### src/source/wasm_pkg.sv
`default_nettype none

package wasm_pkg;

  // Program memory geometry
  localparam int MEM_ADDR_BITS = 6;
  localparam int MEM_BYTES     = 2 ** MEM_ADDR_BITS;
  // One extra PC bit so a run past the end is visible
  localparam int PC_BITS       = MEM_ADDR_BITS + 1;
  // Opcode plus up to nine LEB128 bytes
  localparam int WINDOW_BYTES  = 10;

  // Operand stack
  localparam int STACK_DEPTH = 8;
  localparam int COUNT_BITS  = 4;

  // The same 64 bits are read as i64 or as i32 depending on the type tag
  typedef union packed {
    logic [63:0] i64;
    struct packed {
      logic [31:0] upper;
      logic [31:0] low;
    } i32;
  } value_word_t;

  // Codes 2 and 3 are reserved
  typedef enum logic [1:0] {
    I32 = 2'd0,
    I64 = 2'd1
  } value_type_t;

  typedef struct packed {
    value_type_t vtype;
    value_word_t value;
  } stack_entry_t;

  typedef enum logic [2:0] {
    S_NONE,
    S_PUSH,
    S_POP,
    S_REPLACE,
    S_POP_REPLACE,
    S_POP2_REPLACE
  } stack_op_t;

  typedef enum logic [7:0] {
    OP_UNREACHABLE = 8'h00, OP_NOP       = 8'h01, OP_END       = 8'h0b,
    OP_RETURN      = 8'h0f, OP_DROP      = 8'h1a, OP_SELECT    = 8'h1b,
    OP_I32_CONST   = 8'h41, OP_I64_CONST = 8'h42, OP_I32_EQZ   = 8'h45,
    OP_I32_EQ      = 8'h46, OP_I32_NE    = 8'h47, OP_I64_EQZ   = 8'h50,
    OP_I64_EQ      = 8'h51, OP_I64_NE    = 8'h52, OP_I32_ADD   = 8'h6a,
    OP_I32_SUB     = 8'h6b, OP_I64_ADD   = 8'h7c, OP_I64_SUB   = 8'h7d
  } opcode_t;

  typedef enum logic [3:0] {
    NONE = 4'd0,
    ENDED,
    UNREACHABLE,
    UNKNOWN_OPCODE,
    TYPE_MISMATCH,
    STACK_EMPTY,
    STACK_FULL,
    ROM_ERROR
  } trap_t;

endpackage

`default_nettype wire

### src/source/stack_if.sv
`timescale 1ns/100ps
`default_nettype none

interface stack_if import wasm_pkg::*; ();

  // Operation request from the controller
  stack_op_t    op;
  stack_entry_t data;

  // Top three entries and the fill level
  stack_entry_t tos;
  stack_entry_t nos;
  stack_entry_t third;
  logic [COUNT_BITS-1:0] count;

  modport ctrl (
    output op, data,
    input  tos, nos, third, count
  );

  modport store (
    input  op, data,
    output tos, nos, third, count
  );

endinterface

`default_nettype wire

### src/source/program_memory.sv
`timescale 1ns/100ps
`default_nettype none

module program_memory import wasm_pkg::*; (
  input  logic                      clk,
  input  logic                      prog_write,
  input  logic [MEM_ADDR_BITS-1:0]  prog_addr,
  input  logic [7:0]                prog_byte,
  input  logic [PC_BITS-1:0]        fetch_addr,
  output logic [WINDOW_BYTES*8-1:0] window,
  output logic                      window_error
);

  logic [7:0]                mem [MEM_BYTES];
  logic [WINDOW_BYTES*8-1:0] window_next;
  logic [PC_BITS:0]          byte_addr;

  // Byte writes are accepted in any cycle
  always_ff @(posedge clk) begin
    if (prog_write) begin
      mem[prog_addr] <= prog_byte;
    end
  end

  // Gather the window, byte 0 is the opcode in the low bits
  always_comb begin
    byte_addr = '0;
    for (int i = 0; i < WINDOW_BYTES; i++) begin
      byte_addr = {1'b0, fetch_addr} + (PC_BITS + 1)'(i);
      if (byte_addr < MEM_BYTES) begin
        window_next[8*i +: 8] = mem[byte_addr[MEM_ADDR_BITS-1:0]];
      end else begin
        window_next[8*i +: 8] = 8'h00;
      end
    end
  end

  always_ff @(posedge clk) begin
    window       <= window_next;
    window_error <= fetch_addr >= MEM_BYTES;
  end

endmodule

`default_nettype wire

### src/source/leb128_decoder.sv
`timescale 1ns/100ps
`default_nettype none

module leb128_decoder import wasm_pkg::*; (
  input  logic [71:0] bytes,
  output logic [63:0] value,
  output logic [3:0]  length
);

  logic done;
  logic sign;

  always_comb begin
    done   = 1'b0;
    sign   = 1'b0;
    length = 4'd9;
    value  = '0;

    // Collect 7-bit groups up to the first byte without continuation
    for (int k = 0; k < 9; k++) begin
      if (!done) begin
        value[7*k +: 7] = bytes[8*k +: 7];
        sign            = bytes[8*k + 6];
        if (!bytes[8*k + 7]) begin
          done   = 1'b1;
          length = 4'(k + 1);
        end
      end
    end

    // Sign extension above the last group
    for (int b = 0; b < 64; b++) begin
      if (b >= 7 * int'(length)) begin
        value[b] = sign;
      end
    end
  end

endmodule

`default_nettype wire

### src/source/operand_stack.sv
`timescale 1ns/100ps
`default_nettype none

module operand_stack import wasm_pkg::*; (
  input  logic    clk,
  input  logic    reset,
  stack_if.store  stk
);

  // Entry 0 is the top of stack, deeper entries follow
  stack_entry_t entries [STACK_DEPTH];

  always_ff @(posedge clk) begin
    case (stk.op)
      S_PUSH: begin
        entries[0] <= stk.data;
        for (int i = 1; i < STACK_DEPTH; i++) begin
          entries[i] <= entries[i-1];
        end
      end
      S_POP: begin
        for (int i = 0; i < STACK_DEPTH - 1; i++) begin
          entries[i] <= entries[i+1];
        end
        entries[STACK_DEPTH-1] <= '0;
      end
      S_REPLACE: begin
        entries[0] <= stk.data;
      end
      S_POP_REPLACE: begin
        entries[0] <= stk.data;
        for (int i = 1; i < STACK_DEPTH - 1; i++) begin
          entries[i] <= entries[i+1];
        end
        entries[STACK_DEPTH-1] <= '0;
      end
      S_POP2_REPLACE: begin
        entries[0] <= stk.data;
        for (int i = 1; i < STACK_DEPTH - 2; i++) begin
          entries[i] <= entries[i+2];
        end
        entries[STACK_DEPTH-2] <= '0;
        entries[STACK_DEPTH-1] <= '0;
      end
      default: begin
      end
    endcase
  end

  // Fill level, limits are enforced by the controller
  always_ff @(posedge clk) begin
    if (reset) begin
      stk.count <= '0;
    end else begin
      case (stk.op)
        S_PUSH:                stk.count <= stk.count + 1'b1;
        S_POP, S_POP_REPLACE:  stk.count <= stk.count - 1'b1;
        S_POP2_REPLACE:        stk.count <= stk.count - 2'd2;
        default:               stk.count <= stk.count;
      endcase
    end
  end

  assign stk.tos   = entries[0];
  assign stk.nos   = entries[1];
  assign stk.third = entries[2];

endmodule

`default_nettype wire

### src/source/integer_alu.sv
`timescale 1ns/100ps
`default_nettype none

module integer_alu import wasm_pkg::*; (
  input  opcode_t      opcode,
  input  stack_entry_t tos,
  input  stack_entry_t nos,
  output stack_entry_t result,
  output logic         type_ok
);

  logic both_i32;
  logic both_i64;

  // b is the top of stack, a the entry below
  assign both_i32 = (tos.vtype == I32) && (nos.vtype == I32);
  assign both_i64 = (tos.vtype == I64) && (nos.vtype == I64);

  always_comb begin
    result       = '0;
    result.vtype = I32;
    type_ok      = 1'b0;
    case (opcode)
      OP_I32_EQZ: begin
        type_ok               = tos.vtype == I32;
        result.value.i32.low  = {31'd0, tos.value.i32.low == 32'd0};
      end
      OP_I64_EQZ: begin
        type_ok               = tos.vtype == I64;
        result.value.i32.low  = {31'd0, tos.value.i64 == 64'd0};
      end
      OP_I32_EQ, OP_I32_NE: begin
        type_ok               = both_i32;
        result.value.i32.low  = {31'd0, (nos.value.i32.low == tos.value.i32.low) ^
                                        (opcode == OP_I32_NE)};
      end
      OP_I64_EQ, OP_I64_NE: begin
        type_ok               = both_i64;
        result.value.i32.low  = {31'd0, (nos.value.i64 == tos.value.i64) ^
                                        (opcode == OP_I64_NE)};
      end
      OP_I32_ADD: begin
        type_ok               = both_i32;
        result.value.i32.low  = nos.value.i32.low + tos.value.i32.low;
      end
      OP_I32_SUB: begin
        type_ok               = both_i32;
        result.value.i32.low  = nos.value.i32.low - tos.value.i32.low;
      end
      OP_I64_ADD, OP_I64_SUB: begin
        type_ok               = both_i64;
        result.vtype          = I64;
        result.value.i64      = (opcode == OP_I64_ADD) ? nos.value.i64 + tos.value.i64
                                                       : nos.value.i64 - tos.value.i64;
      end
      default: begin
      end
    endcase
  end

endmodule

`default_nettype wire

### src/source/exec_control.sv
`timescale 1ns/100ps
`default_nettype none

module exec_control import wasm_pkg::*; (
  input  logic                      clk,
  input  logic                      reset,
  output logic [PC_BITS-1:0]        fetch_addr,
  input  logic [WINDOW_BYTES*8-1:0] window,
  input  logic                      window_error,
  input  logic [63:0]               imm_value,
  input  logic [3:0]                imm_length,
  output opcode_t                   alu_opcode,
  input  stack_entry_t              alu_result,
  input  logic                      alu_type_ok,
  stack_if.ctrl                     stk,
  output trap_t                     trap
);

  logic                  executing;
  logic [PC_BITS-1:0]    pc;
  logic [PC_BITS-1:0]    pc_next;
  logic [COUNT_BITS-1:0] need;
  logic                  pushes;
  opcode_t               opcode;
  trap_t                 trap_next;

  assign fetch_addr = pc;
  assign opcode     = opcode_t'(window[7:0]);
  assign alu_opcode = opcode;

  // Entries each opcode consumes and whether it adds one
  always_comb begin
    need   = '0;
    pushes = 1'b0;
    case (opcode)
      OP_DROP, OP_I32_EQZ, OP_I64_EQZ:       need = COUNT_BITS'(1);
      OP_I32_EQ, OP_I32_NE, OP_I64_EQ, OP_I64_NE,
      OP_I32_ADD, OP_I32_SUB, OP_I64_ADD, OP_I64_SUB: need = COUNT_BITS'(2);
      OP_SELECT:                             need = COUNT_BITS'(3);
      OP_I32_CONST, OP_I64_CONST:            pushes = 1'b1;
      default: begin
      end
    endcase
  end

  always_comb begin
    stk.op    = S_NONE;
    stk.data  = alu_result;
    trap_next = NONE;
    pc_next   = pc + 1'b1;

    if (window_error) begin
      trap_next = ROM_ERROR;
    end else if (stk.count < need) begin
      trap_next = STACK_EMPTY;
    end else if (pushes && stk.count == COUNT_BITS'(STACK_DEPTH)) begin
      trap_next = STACK_FULL;
    end else begin
      case (opcode)
        OP_UNREACHABLE: trap_next = UNREACHABLE;
        OP_NOP: begin
        end
        OP_END, OP_RETURN: trap_next = ENDED;
        OP_DROP: stk.op = S_POP;
        OP_SELECT: begin
          // Condition on top, val2 below it, val1 deepest
          if (stk.tos.vtype != I32 || stk.nos.vtype != stk.third.vtype) begin
            trap_next = TYPE_MISMATCH;
          end else begin
            stk.op   = S_POP2_REPLACE;
            stk.data = (stk.tos.value.i32.low != 32'd0) ? stk.third : stk.nos;
          end
        end
        OP_I32_CONST, OP_I64_CONST: begin
          stk.op   = S_PUSH;
          pc_next  = pc + 1'b1 + PC_BITS'(imm_length);
          if (opcode == OP_I32_CONST) begin
            stk.data.vtype           = I32;
            stk.data.value.i32.upper = 32'd0;
            stk.data.value.i32.low   = imm_value[31:0];
          end else begin
            stk.data.vtype     = I64;
            stk.data.value.i64 = imm_value;
          end
        end
        OP_I32_EQZ, OP_I64_EQZ, OP_I32_EQ, OP_I32_NE, OP_I64_EQ, OP_I64_NE,
        OP_I32_ADD, OP_I32_SUB, OP_I64_ADD, OP_I64_SUB: begin
          if (!alu_type_ok) begin
            trap_next = TYPE_MISMATCH;
          end else if (need == COUNT_BITS'(1)) begin
            stk.op = S_REPLACE;
          end else begin
            stk.op = S_POP_REPLACE;
          end
        end
        default: trap_next = UNKNOWN_OPCODE;
      endcase
    end

    // Stack only moves in EXEC of a running program
    if (!executing) begin
      stk.op = S_NONE;
    end
  end

  // FETCH and EXEC alternate until a trap is raised
  always_ff @(posedge clk) begin
    if (reset) begin
      executing <= 1'b0;
      pc        <= '0;
      trap      <= NONE;
    end else if (trap == NONE) begin
      executing <= !executing;
      if (executing) begin
        pc   <= pc_next;
        trap <= trap_next;
      end
    end
  end

endmodule

`default_nettype wire

### src/source/wasm_core_top.sv
`timescale 1ns/100ps
`default_nettype none

module wasm_core_top import wasm_pkg::*; (
  input  logic                     clk,
  input  logic                     reset,
  input  logic                     prog_write,
  input  logic [MEM_ADDR_BITS-1:0] prog_addr,
  input  logic [7:0]               prog_byte,
  output logic [63:0]              result,
  output logic [1:0]               result_type,
  output logic                     result_empty,
  output logic [3:0]               trap
);

  logic [PC_BITS-1:0]        fetch_addr;
  logic [WINDOW_BYTES*8-1:0] window;
  logic                      window_error;
  logic [63:0]               imm_value;
  logic [3:0]                imm_length;
  opcode_t                   alu_opcode;
  stack_entry_t              alu_result;
  logic                      alu_type_ok;
  trap_t                     core_trap;

  stack_if stk ();

  program_memory u_program_memory (
    .clk          (clk),
    .prog_write   (prog_write),
    .prog_addr    (prog_addr),
    .prog_byte    (prog_byte),
    .fetch_addr   (fetch_addr),
    .window       (window),
    .window_error (window_error)
  );

  // Immediate bytes follow the opcode byte
  leb128_decoder u_leb128_decoder (
    .bytes  (window[WINDOW_BYTES*8-1:8]),
    .value  (imm_value),
    .length (imm_length)
  );

  operand_stack u_operand_stack (
    .clk   (clk),
    .reset (reset),
    .stk   (stk.store)
  );

  integer_alu u_integer_alu (
    .opcode  (alu_opcode),
    .tos     (stk.tos),
    .nos     (stk.nos),
    .result  (alu_result),
    .type_ok (alu_type_ok)
  );

  exec_control u_exec_control (
    .clk          (clk),
    .reset        (reset),
    .fetch_addr   (fetch_addr),
    .window       (window),
    .window_error (window_error),
    .imm_value    (imm_value),
    .imm_length   (imm_length),
    .alu_opcode   (alu_opcode),
    .alu_result   (alu_result),
    .alu_type_ok  (alu_type_ok),
    .stk          (stk.ctrl),
    .trap         (core_trap)
  );

  assign result       = stk.tos.value.i64;
  assign result_type  = stk.tos.vtype;
  assign result_empty = stk.count == '0;
  assign trap         = core_trap;

endmodule

`default_nettype wire

### config.mk
export PLATFORM = sky130hd
export DESIGN_NAME = wasm_core_top
export DESIGN_NICKNAME = d
export VERILOG_FILES = /design/src/source/wasm_pkg.sv /design/src/source/stack_if.sv /design/src/source/program_memory.sv /design/src/source/leb128_decoder.sv /design/src/source/operand_stack.sv /design/src/source/integer_alu.sv /design/src/source/exec_control.sv /design/src/source/wasm_core_top.sv
export SDC_FILE = /design/constraint.sdc
export NUM_CORES = 2
export LEC_CHECK = 0
export BUFFER_PORTS_ARGS = -buffer_cell sky130_fd_sc_hd__buf_2
export CAP_MARGIN = 20
export CORE_ASPECT_RATIO = 0.8
export CORE_MARGIN = 5
export CORE_UTILIZATION = 59
export DETAILED_ROUTE_END_ITERATION = 10
export PLACE_DENSITY = 0.86
export SYNTH_ARGS = -nofsm -noshare
export SYNTH_HDL_FRONTEND = slang
export SYNTH_SLANG_ARGS = --single-unit
### constraint.sdc
create_clock -name clk -period 7.1 [get_ports clk]
set_input_delay 0 -clock clk [delete_from_list [all_inputs] [get_ports clk]]
set_output_delay 0 -clock clk [all_outputs]
set_load 0.02 [all_outputs]
==> out/metrics.cfg <==
[status]
outcome = finished, violations left
violations = DRC

[cts]
cts_tree = done
cts_inserted_buffers = 115
clk_root_buffer_cell = clkbuf_16
cts.path.max_buffers = 3
clk_latency_ns = 0.81
cts_resized = 0
htree_num_levels = 3
hold_buffers = 15
worst_setup_hold_path_clk_slew_ns = 0.07
post_cts_buffers = 0
clkSinkCount = 1135

[setup_path]
r2r-start = u_program_memory.window[15]
crit_buf_inv = 4
critPathLaunchType = flop
r2r_end = u_operand_stack.entries[0][8]
cpPeakStageDelay_ns = 0.59
crit_path_end_kind = flop
cp_max_fo = 13
required_ns = 7.63
crit_arrival_ns = 6.92
crit_type = flop to flop
cp-startpoint = u_program_memory.window[15]
worstRegToRegCells = 20
reg2reg_slack_ns = 0.71
path_cells = and3_1, and3_1, buf_4, and2_1, nand2_1, inv_1, nor2_1, fa_1, ha_1, fa_1, a21o_1, a21oi_1, buf_4, nand2_1, nor2_1, a21oi_1, a31oi_1, o22ai_1, a222oi_1, inv_1
cp_slowest_cell = dfxtp_1
crit_family = simple AND/OR/NAND/NOR gates

[yosys]
synth_fp_nets = 6797
synth_area_leaders = edfxtp_1 (36%), mux4_2 (23%), dfxtp_1 (6.0%), nand2_1 (4.6%), mux2i_1 (3.5%)
ys_warn_count = 0
synth_cell_types = 95
synthCells = 6615
synth_top_area_cell = edfxtp_1
yosysSeqAreaShare_pct = 41.7
synthesis.area_um2 = 76200
yosysMostFrequentCell = nand2_1
yosysTopAreaCellShare_pct = 35.8
synth-seq-cells = 1135
synth-edff-count = 908
async_flop_share_pct = 0
yosys-top-cells-count = nand2_1 (941), edfxtp_1 (908), mux4_2 (766)
synth.avg_cell_area_um2 = 11.5
synth_flop_cell = edfxtp_1

[sta]
maxSlewHeadroom_pct = 11.8
fin_hold_ws_ns = 0.130
final.setup.tns_ns = 0
period_share_pct = 90.1
fin_skew_ns = 0.0684
fmax_mhz = 156
slew_viol_final = 0
rsz0062_at_grt = no
hold_violations = 0
setup_violations = 0
fin_crit_ns = 6.39
worst_pin_slew_ns = 1.32

[routing]
vias = 64400
viasPerCell = 7.78
drc = 10
drt_iter0_markers = 12700
first_pass_iters = 11
final_antenna_net_count = 0
totalWireLength_mm = 285
post_drt_wl_per_cell_um = 34.4

[floorplanning]
die_w_um = 412
die_area_um2 = 137000
start_util_pct = 59.2
pin_count = 88
core.rowCount = 118
die_h_um = 332
core_um2 = 129000

[cells_and_area]
area_growth_pct = 8.17
layout-drive-gt1-share_pct = 20.0
nets = 6610
stdcell_count = 8281
n_fill_cell = 9525
utilization_pct = 64.0

[grt]
grt_pass1_wl_mm = 408
grtUsageTotal_pct = 40.6
grt_overflow = 0
antenna_found_initial = 19
grt_max_degree = 181
grt_pass1_vias = 58100

[placed_design]
post-dp-hpwl_mm = 198
globalplace.congestion = 1.09
port_buffers = 86
dp.cells = 8018

[min_path]
hp-start = prog_byte[5]
min_delay_path_depth = 2
hold_end = u_program_memory.mem[19][5]
hp-class = input port to flop

[flow_run]
maxCapViolCount = 0

[power]
cellLeakagePower_nw = 28.3
worst_ir_drop_vdd_mv = 0.415
p_per_area_nw_per_um2 = 360

[worst max path at each step]
stage / end / slack [ns] / cells past startpoint
6_report: u_operand_stack.entries[0][8] / 0.71 / 20
5_1_grt: u_operand_stack.entries[0][8] / 0.42 / 20
4_1_cts: u_operand_stack.entries[0][8] / 0.97 / 20
3_5_place_dp: u_operand_stack.entries[0][8] / 0.99 / 20
3_3_place_gp: u_operand_stack.entries[0][8] / 1.15 / 20
2_1_floorplan: u_operand_stack.entries[0][0] / 0.83 / 11
[worst reg2reg max path, cell delays in order, from the launching register on]
cell,delay [ns]
dfxtp_1,0.59
and3_1,0.43
and3_1,0.20
buf_4,0.20
and2_1,0.43
nand2_1,0.14
inv_1,0.35
nor2_1,0.26
fa_1,0.53
ha_1,0.22
fa_1,0.46
a21o_1,0.21
a21oi_1,0.14
buf_4,0.18
nand2_1,0.13
nor2_1,0.54
a21oi_1,0.17
a31oi_1,0.45
o22ai_1,0.17
a222oi_1,0.27
inv_1,0.08
[where the power goes]
group	internal [mW]	total (mW)	leakage (nW)	switching [mW]
logic	6.34	15.3	16.2	8.96
clock network	3.61	6.45	1.94	2.83
registers	7.46	7.92	10.1	0.456
[metal layers]
| metal | GRT usage (%) | wire length, um | vias to the layer above |
|---|---|---|---|
| met1 | 56.0 | 100000 | 31500 |
| met5 | 2.22 | 814 | - |
| met2 | 53.6 | 113000 | 6364 |
| met4 | 15.9 | 15700 | 34 |
| met3 | 21.6 | 55200 | 1160 |
| li1 | - | - | 25400 |
[registers in the layout (all words and copies together), names as in the netlist]
signal and cells:
u_program_memory.mem 512, u_operand_stack.stk.count 4, u_exec_control.executing 1, u_program_memory.window 79, u_operand_stack.entries 528, u_exec_control.trap 3
u_exec_control.fetch_addr 7, u_program_memory.window_error 1
[cell usage in the layout (no fill, tap or decap), drive strengths merged, types with 9 or more instances in the layout]
cell type,n
a211oi,124
a21o,30
a21oi,277
a221o,66
a221oi,9
a22o,68
a22oi,86
a31oi,308
a41oi,9
and2,11
and3,87
buf,276
bufinv,9
clkbuf,163
clkinv,40
dfxtp,227
diode,13
dlygate4sd3,20
edfxtp,908
ha,157
inv,170
mux2i,267
mux4,766
nand2,944
nand2b,27
nand3,58
nand4,32
nor2,560
nor2b,96
nor3,52
nor4,48
o211ai,16
o21a,16
o21ai,235
o21bai,28
o221ai,11
o22ai,50
o31ai,22
xnor2,80
xor2,27
[metrics by stage]
| stage | power [mW] | cell area (um2) | setup slack (ns) |
|---|---|---|---|
| floorplan | 17.5 | 76200 | 0.830 |
| global placement | 21.9 | 77900 | 1.15 |
| detailed placement | 22.2 | 78100 | 0.993 |
| CTS | 28.7 | 82200 | 0.973 |
| global route | 30.1 | 82400 | 0.425 |
| finish | 29.7 | 82500 | 0.706 |
[area by class of cell]
type                            count  area (um2)  area share, %
Antenna cell                       13        32.5         0.0394
Multi-Input combinational cell   4710       41400           50.2
Clock inverter                     57         608          0.737
Sequential cell                  1135       31800           38.6
Inverter                          167         638          0.774
Timing Repair Buffer              299        2470           3.00
Clock buffer                      160        3330           4.04
Tap cell                         1740        2180           2.64
[logic make-up (layout without fill, tap and decap cells)]
family | count (synthesis) | after routing | synth area share (%)
fa+ha+maj | 165 | 165 | 2.79
simple gates | 1962 | 1962 | 11.2
flops | 1135 | 1135 | 41.7
xor+xnor | 107 | 107 | 1.23
mux | 1039 | 1039 | 26.2
compound gates | 1436 | 1436 | 12.5
buf+inv | 770 | 683 | 4.41
other cells | 1 | 14 | 0.00492
No activity file was read; power rests on OpenSTA's default activity.
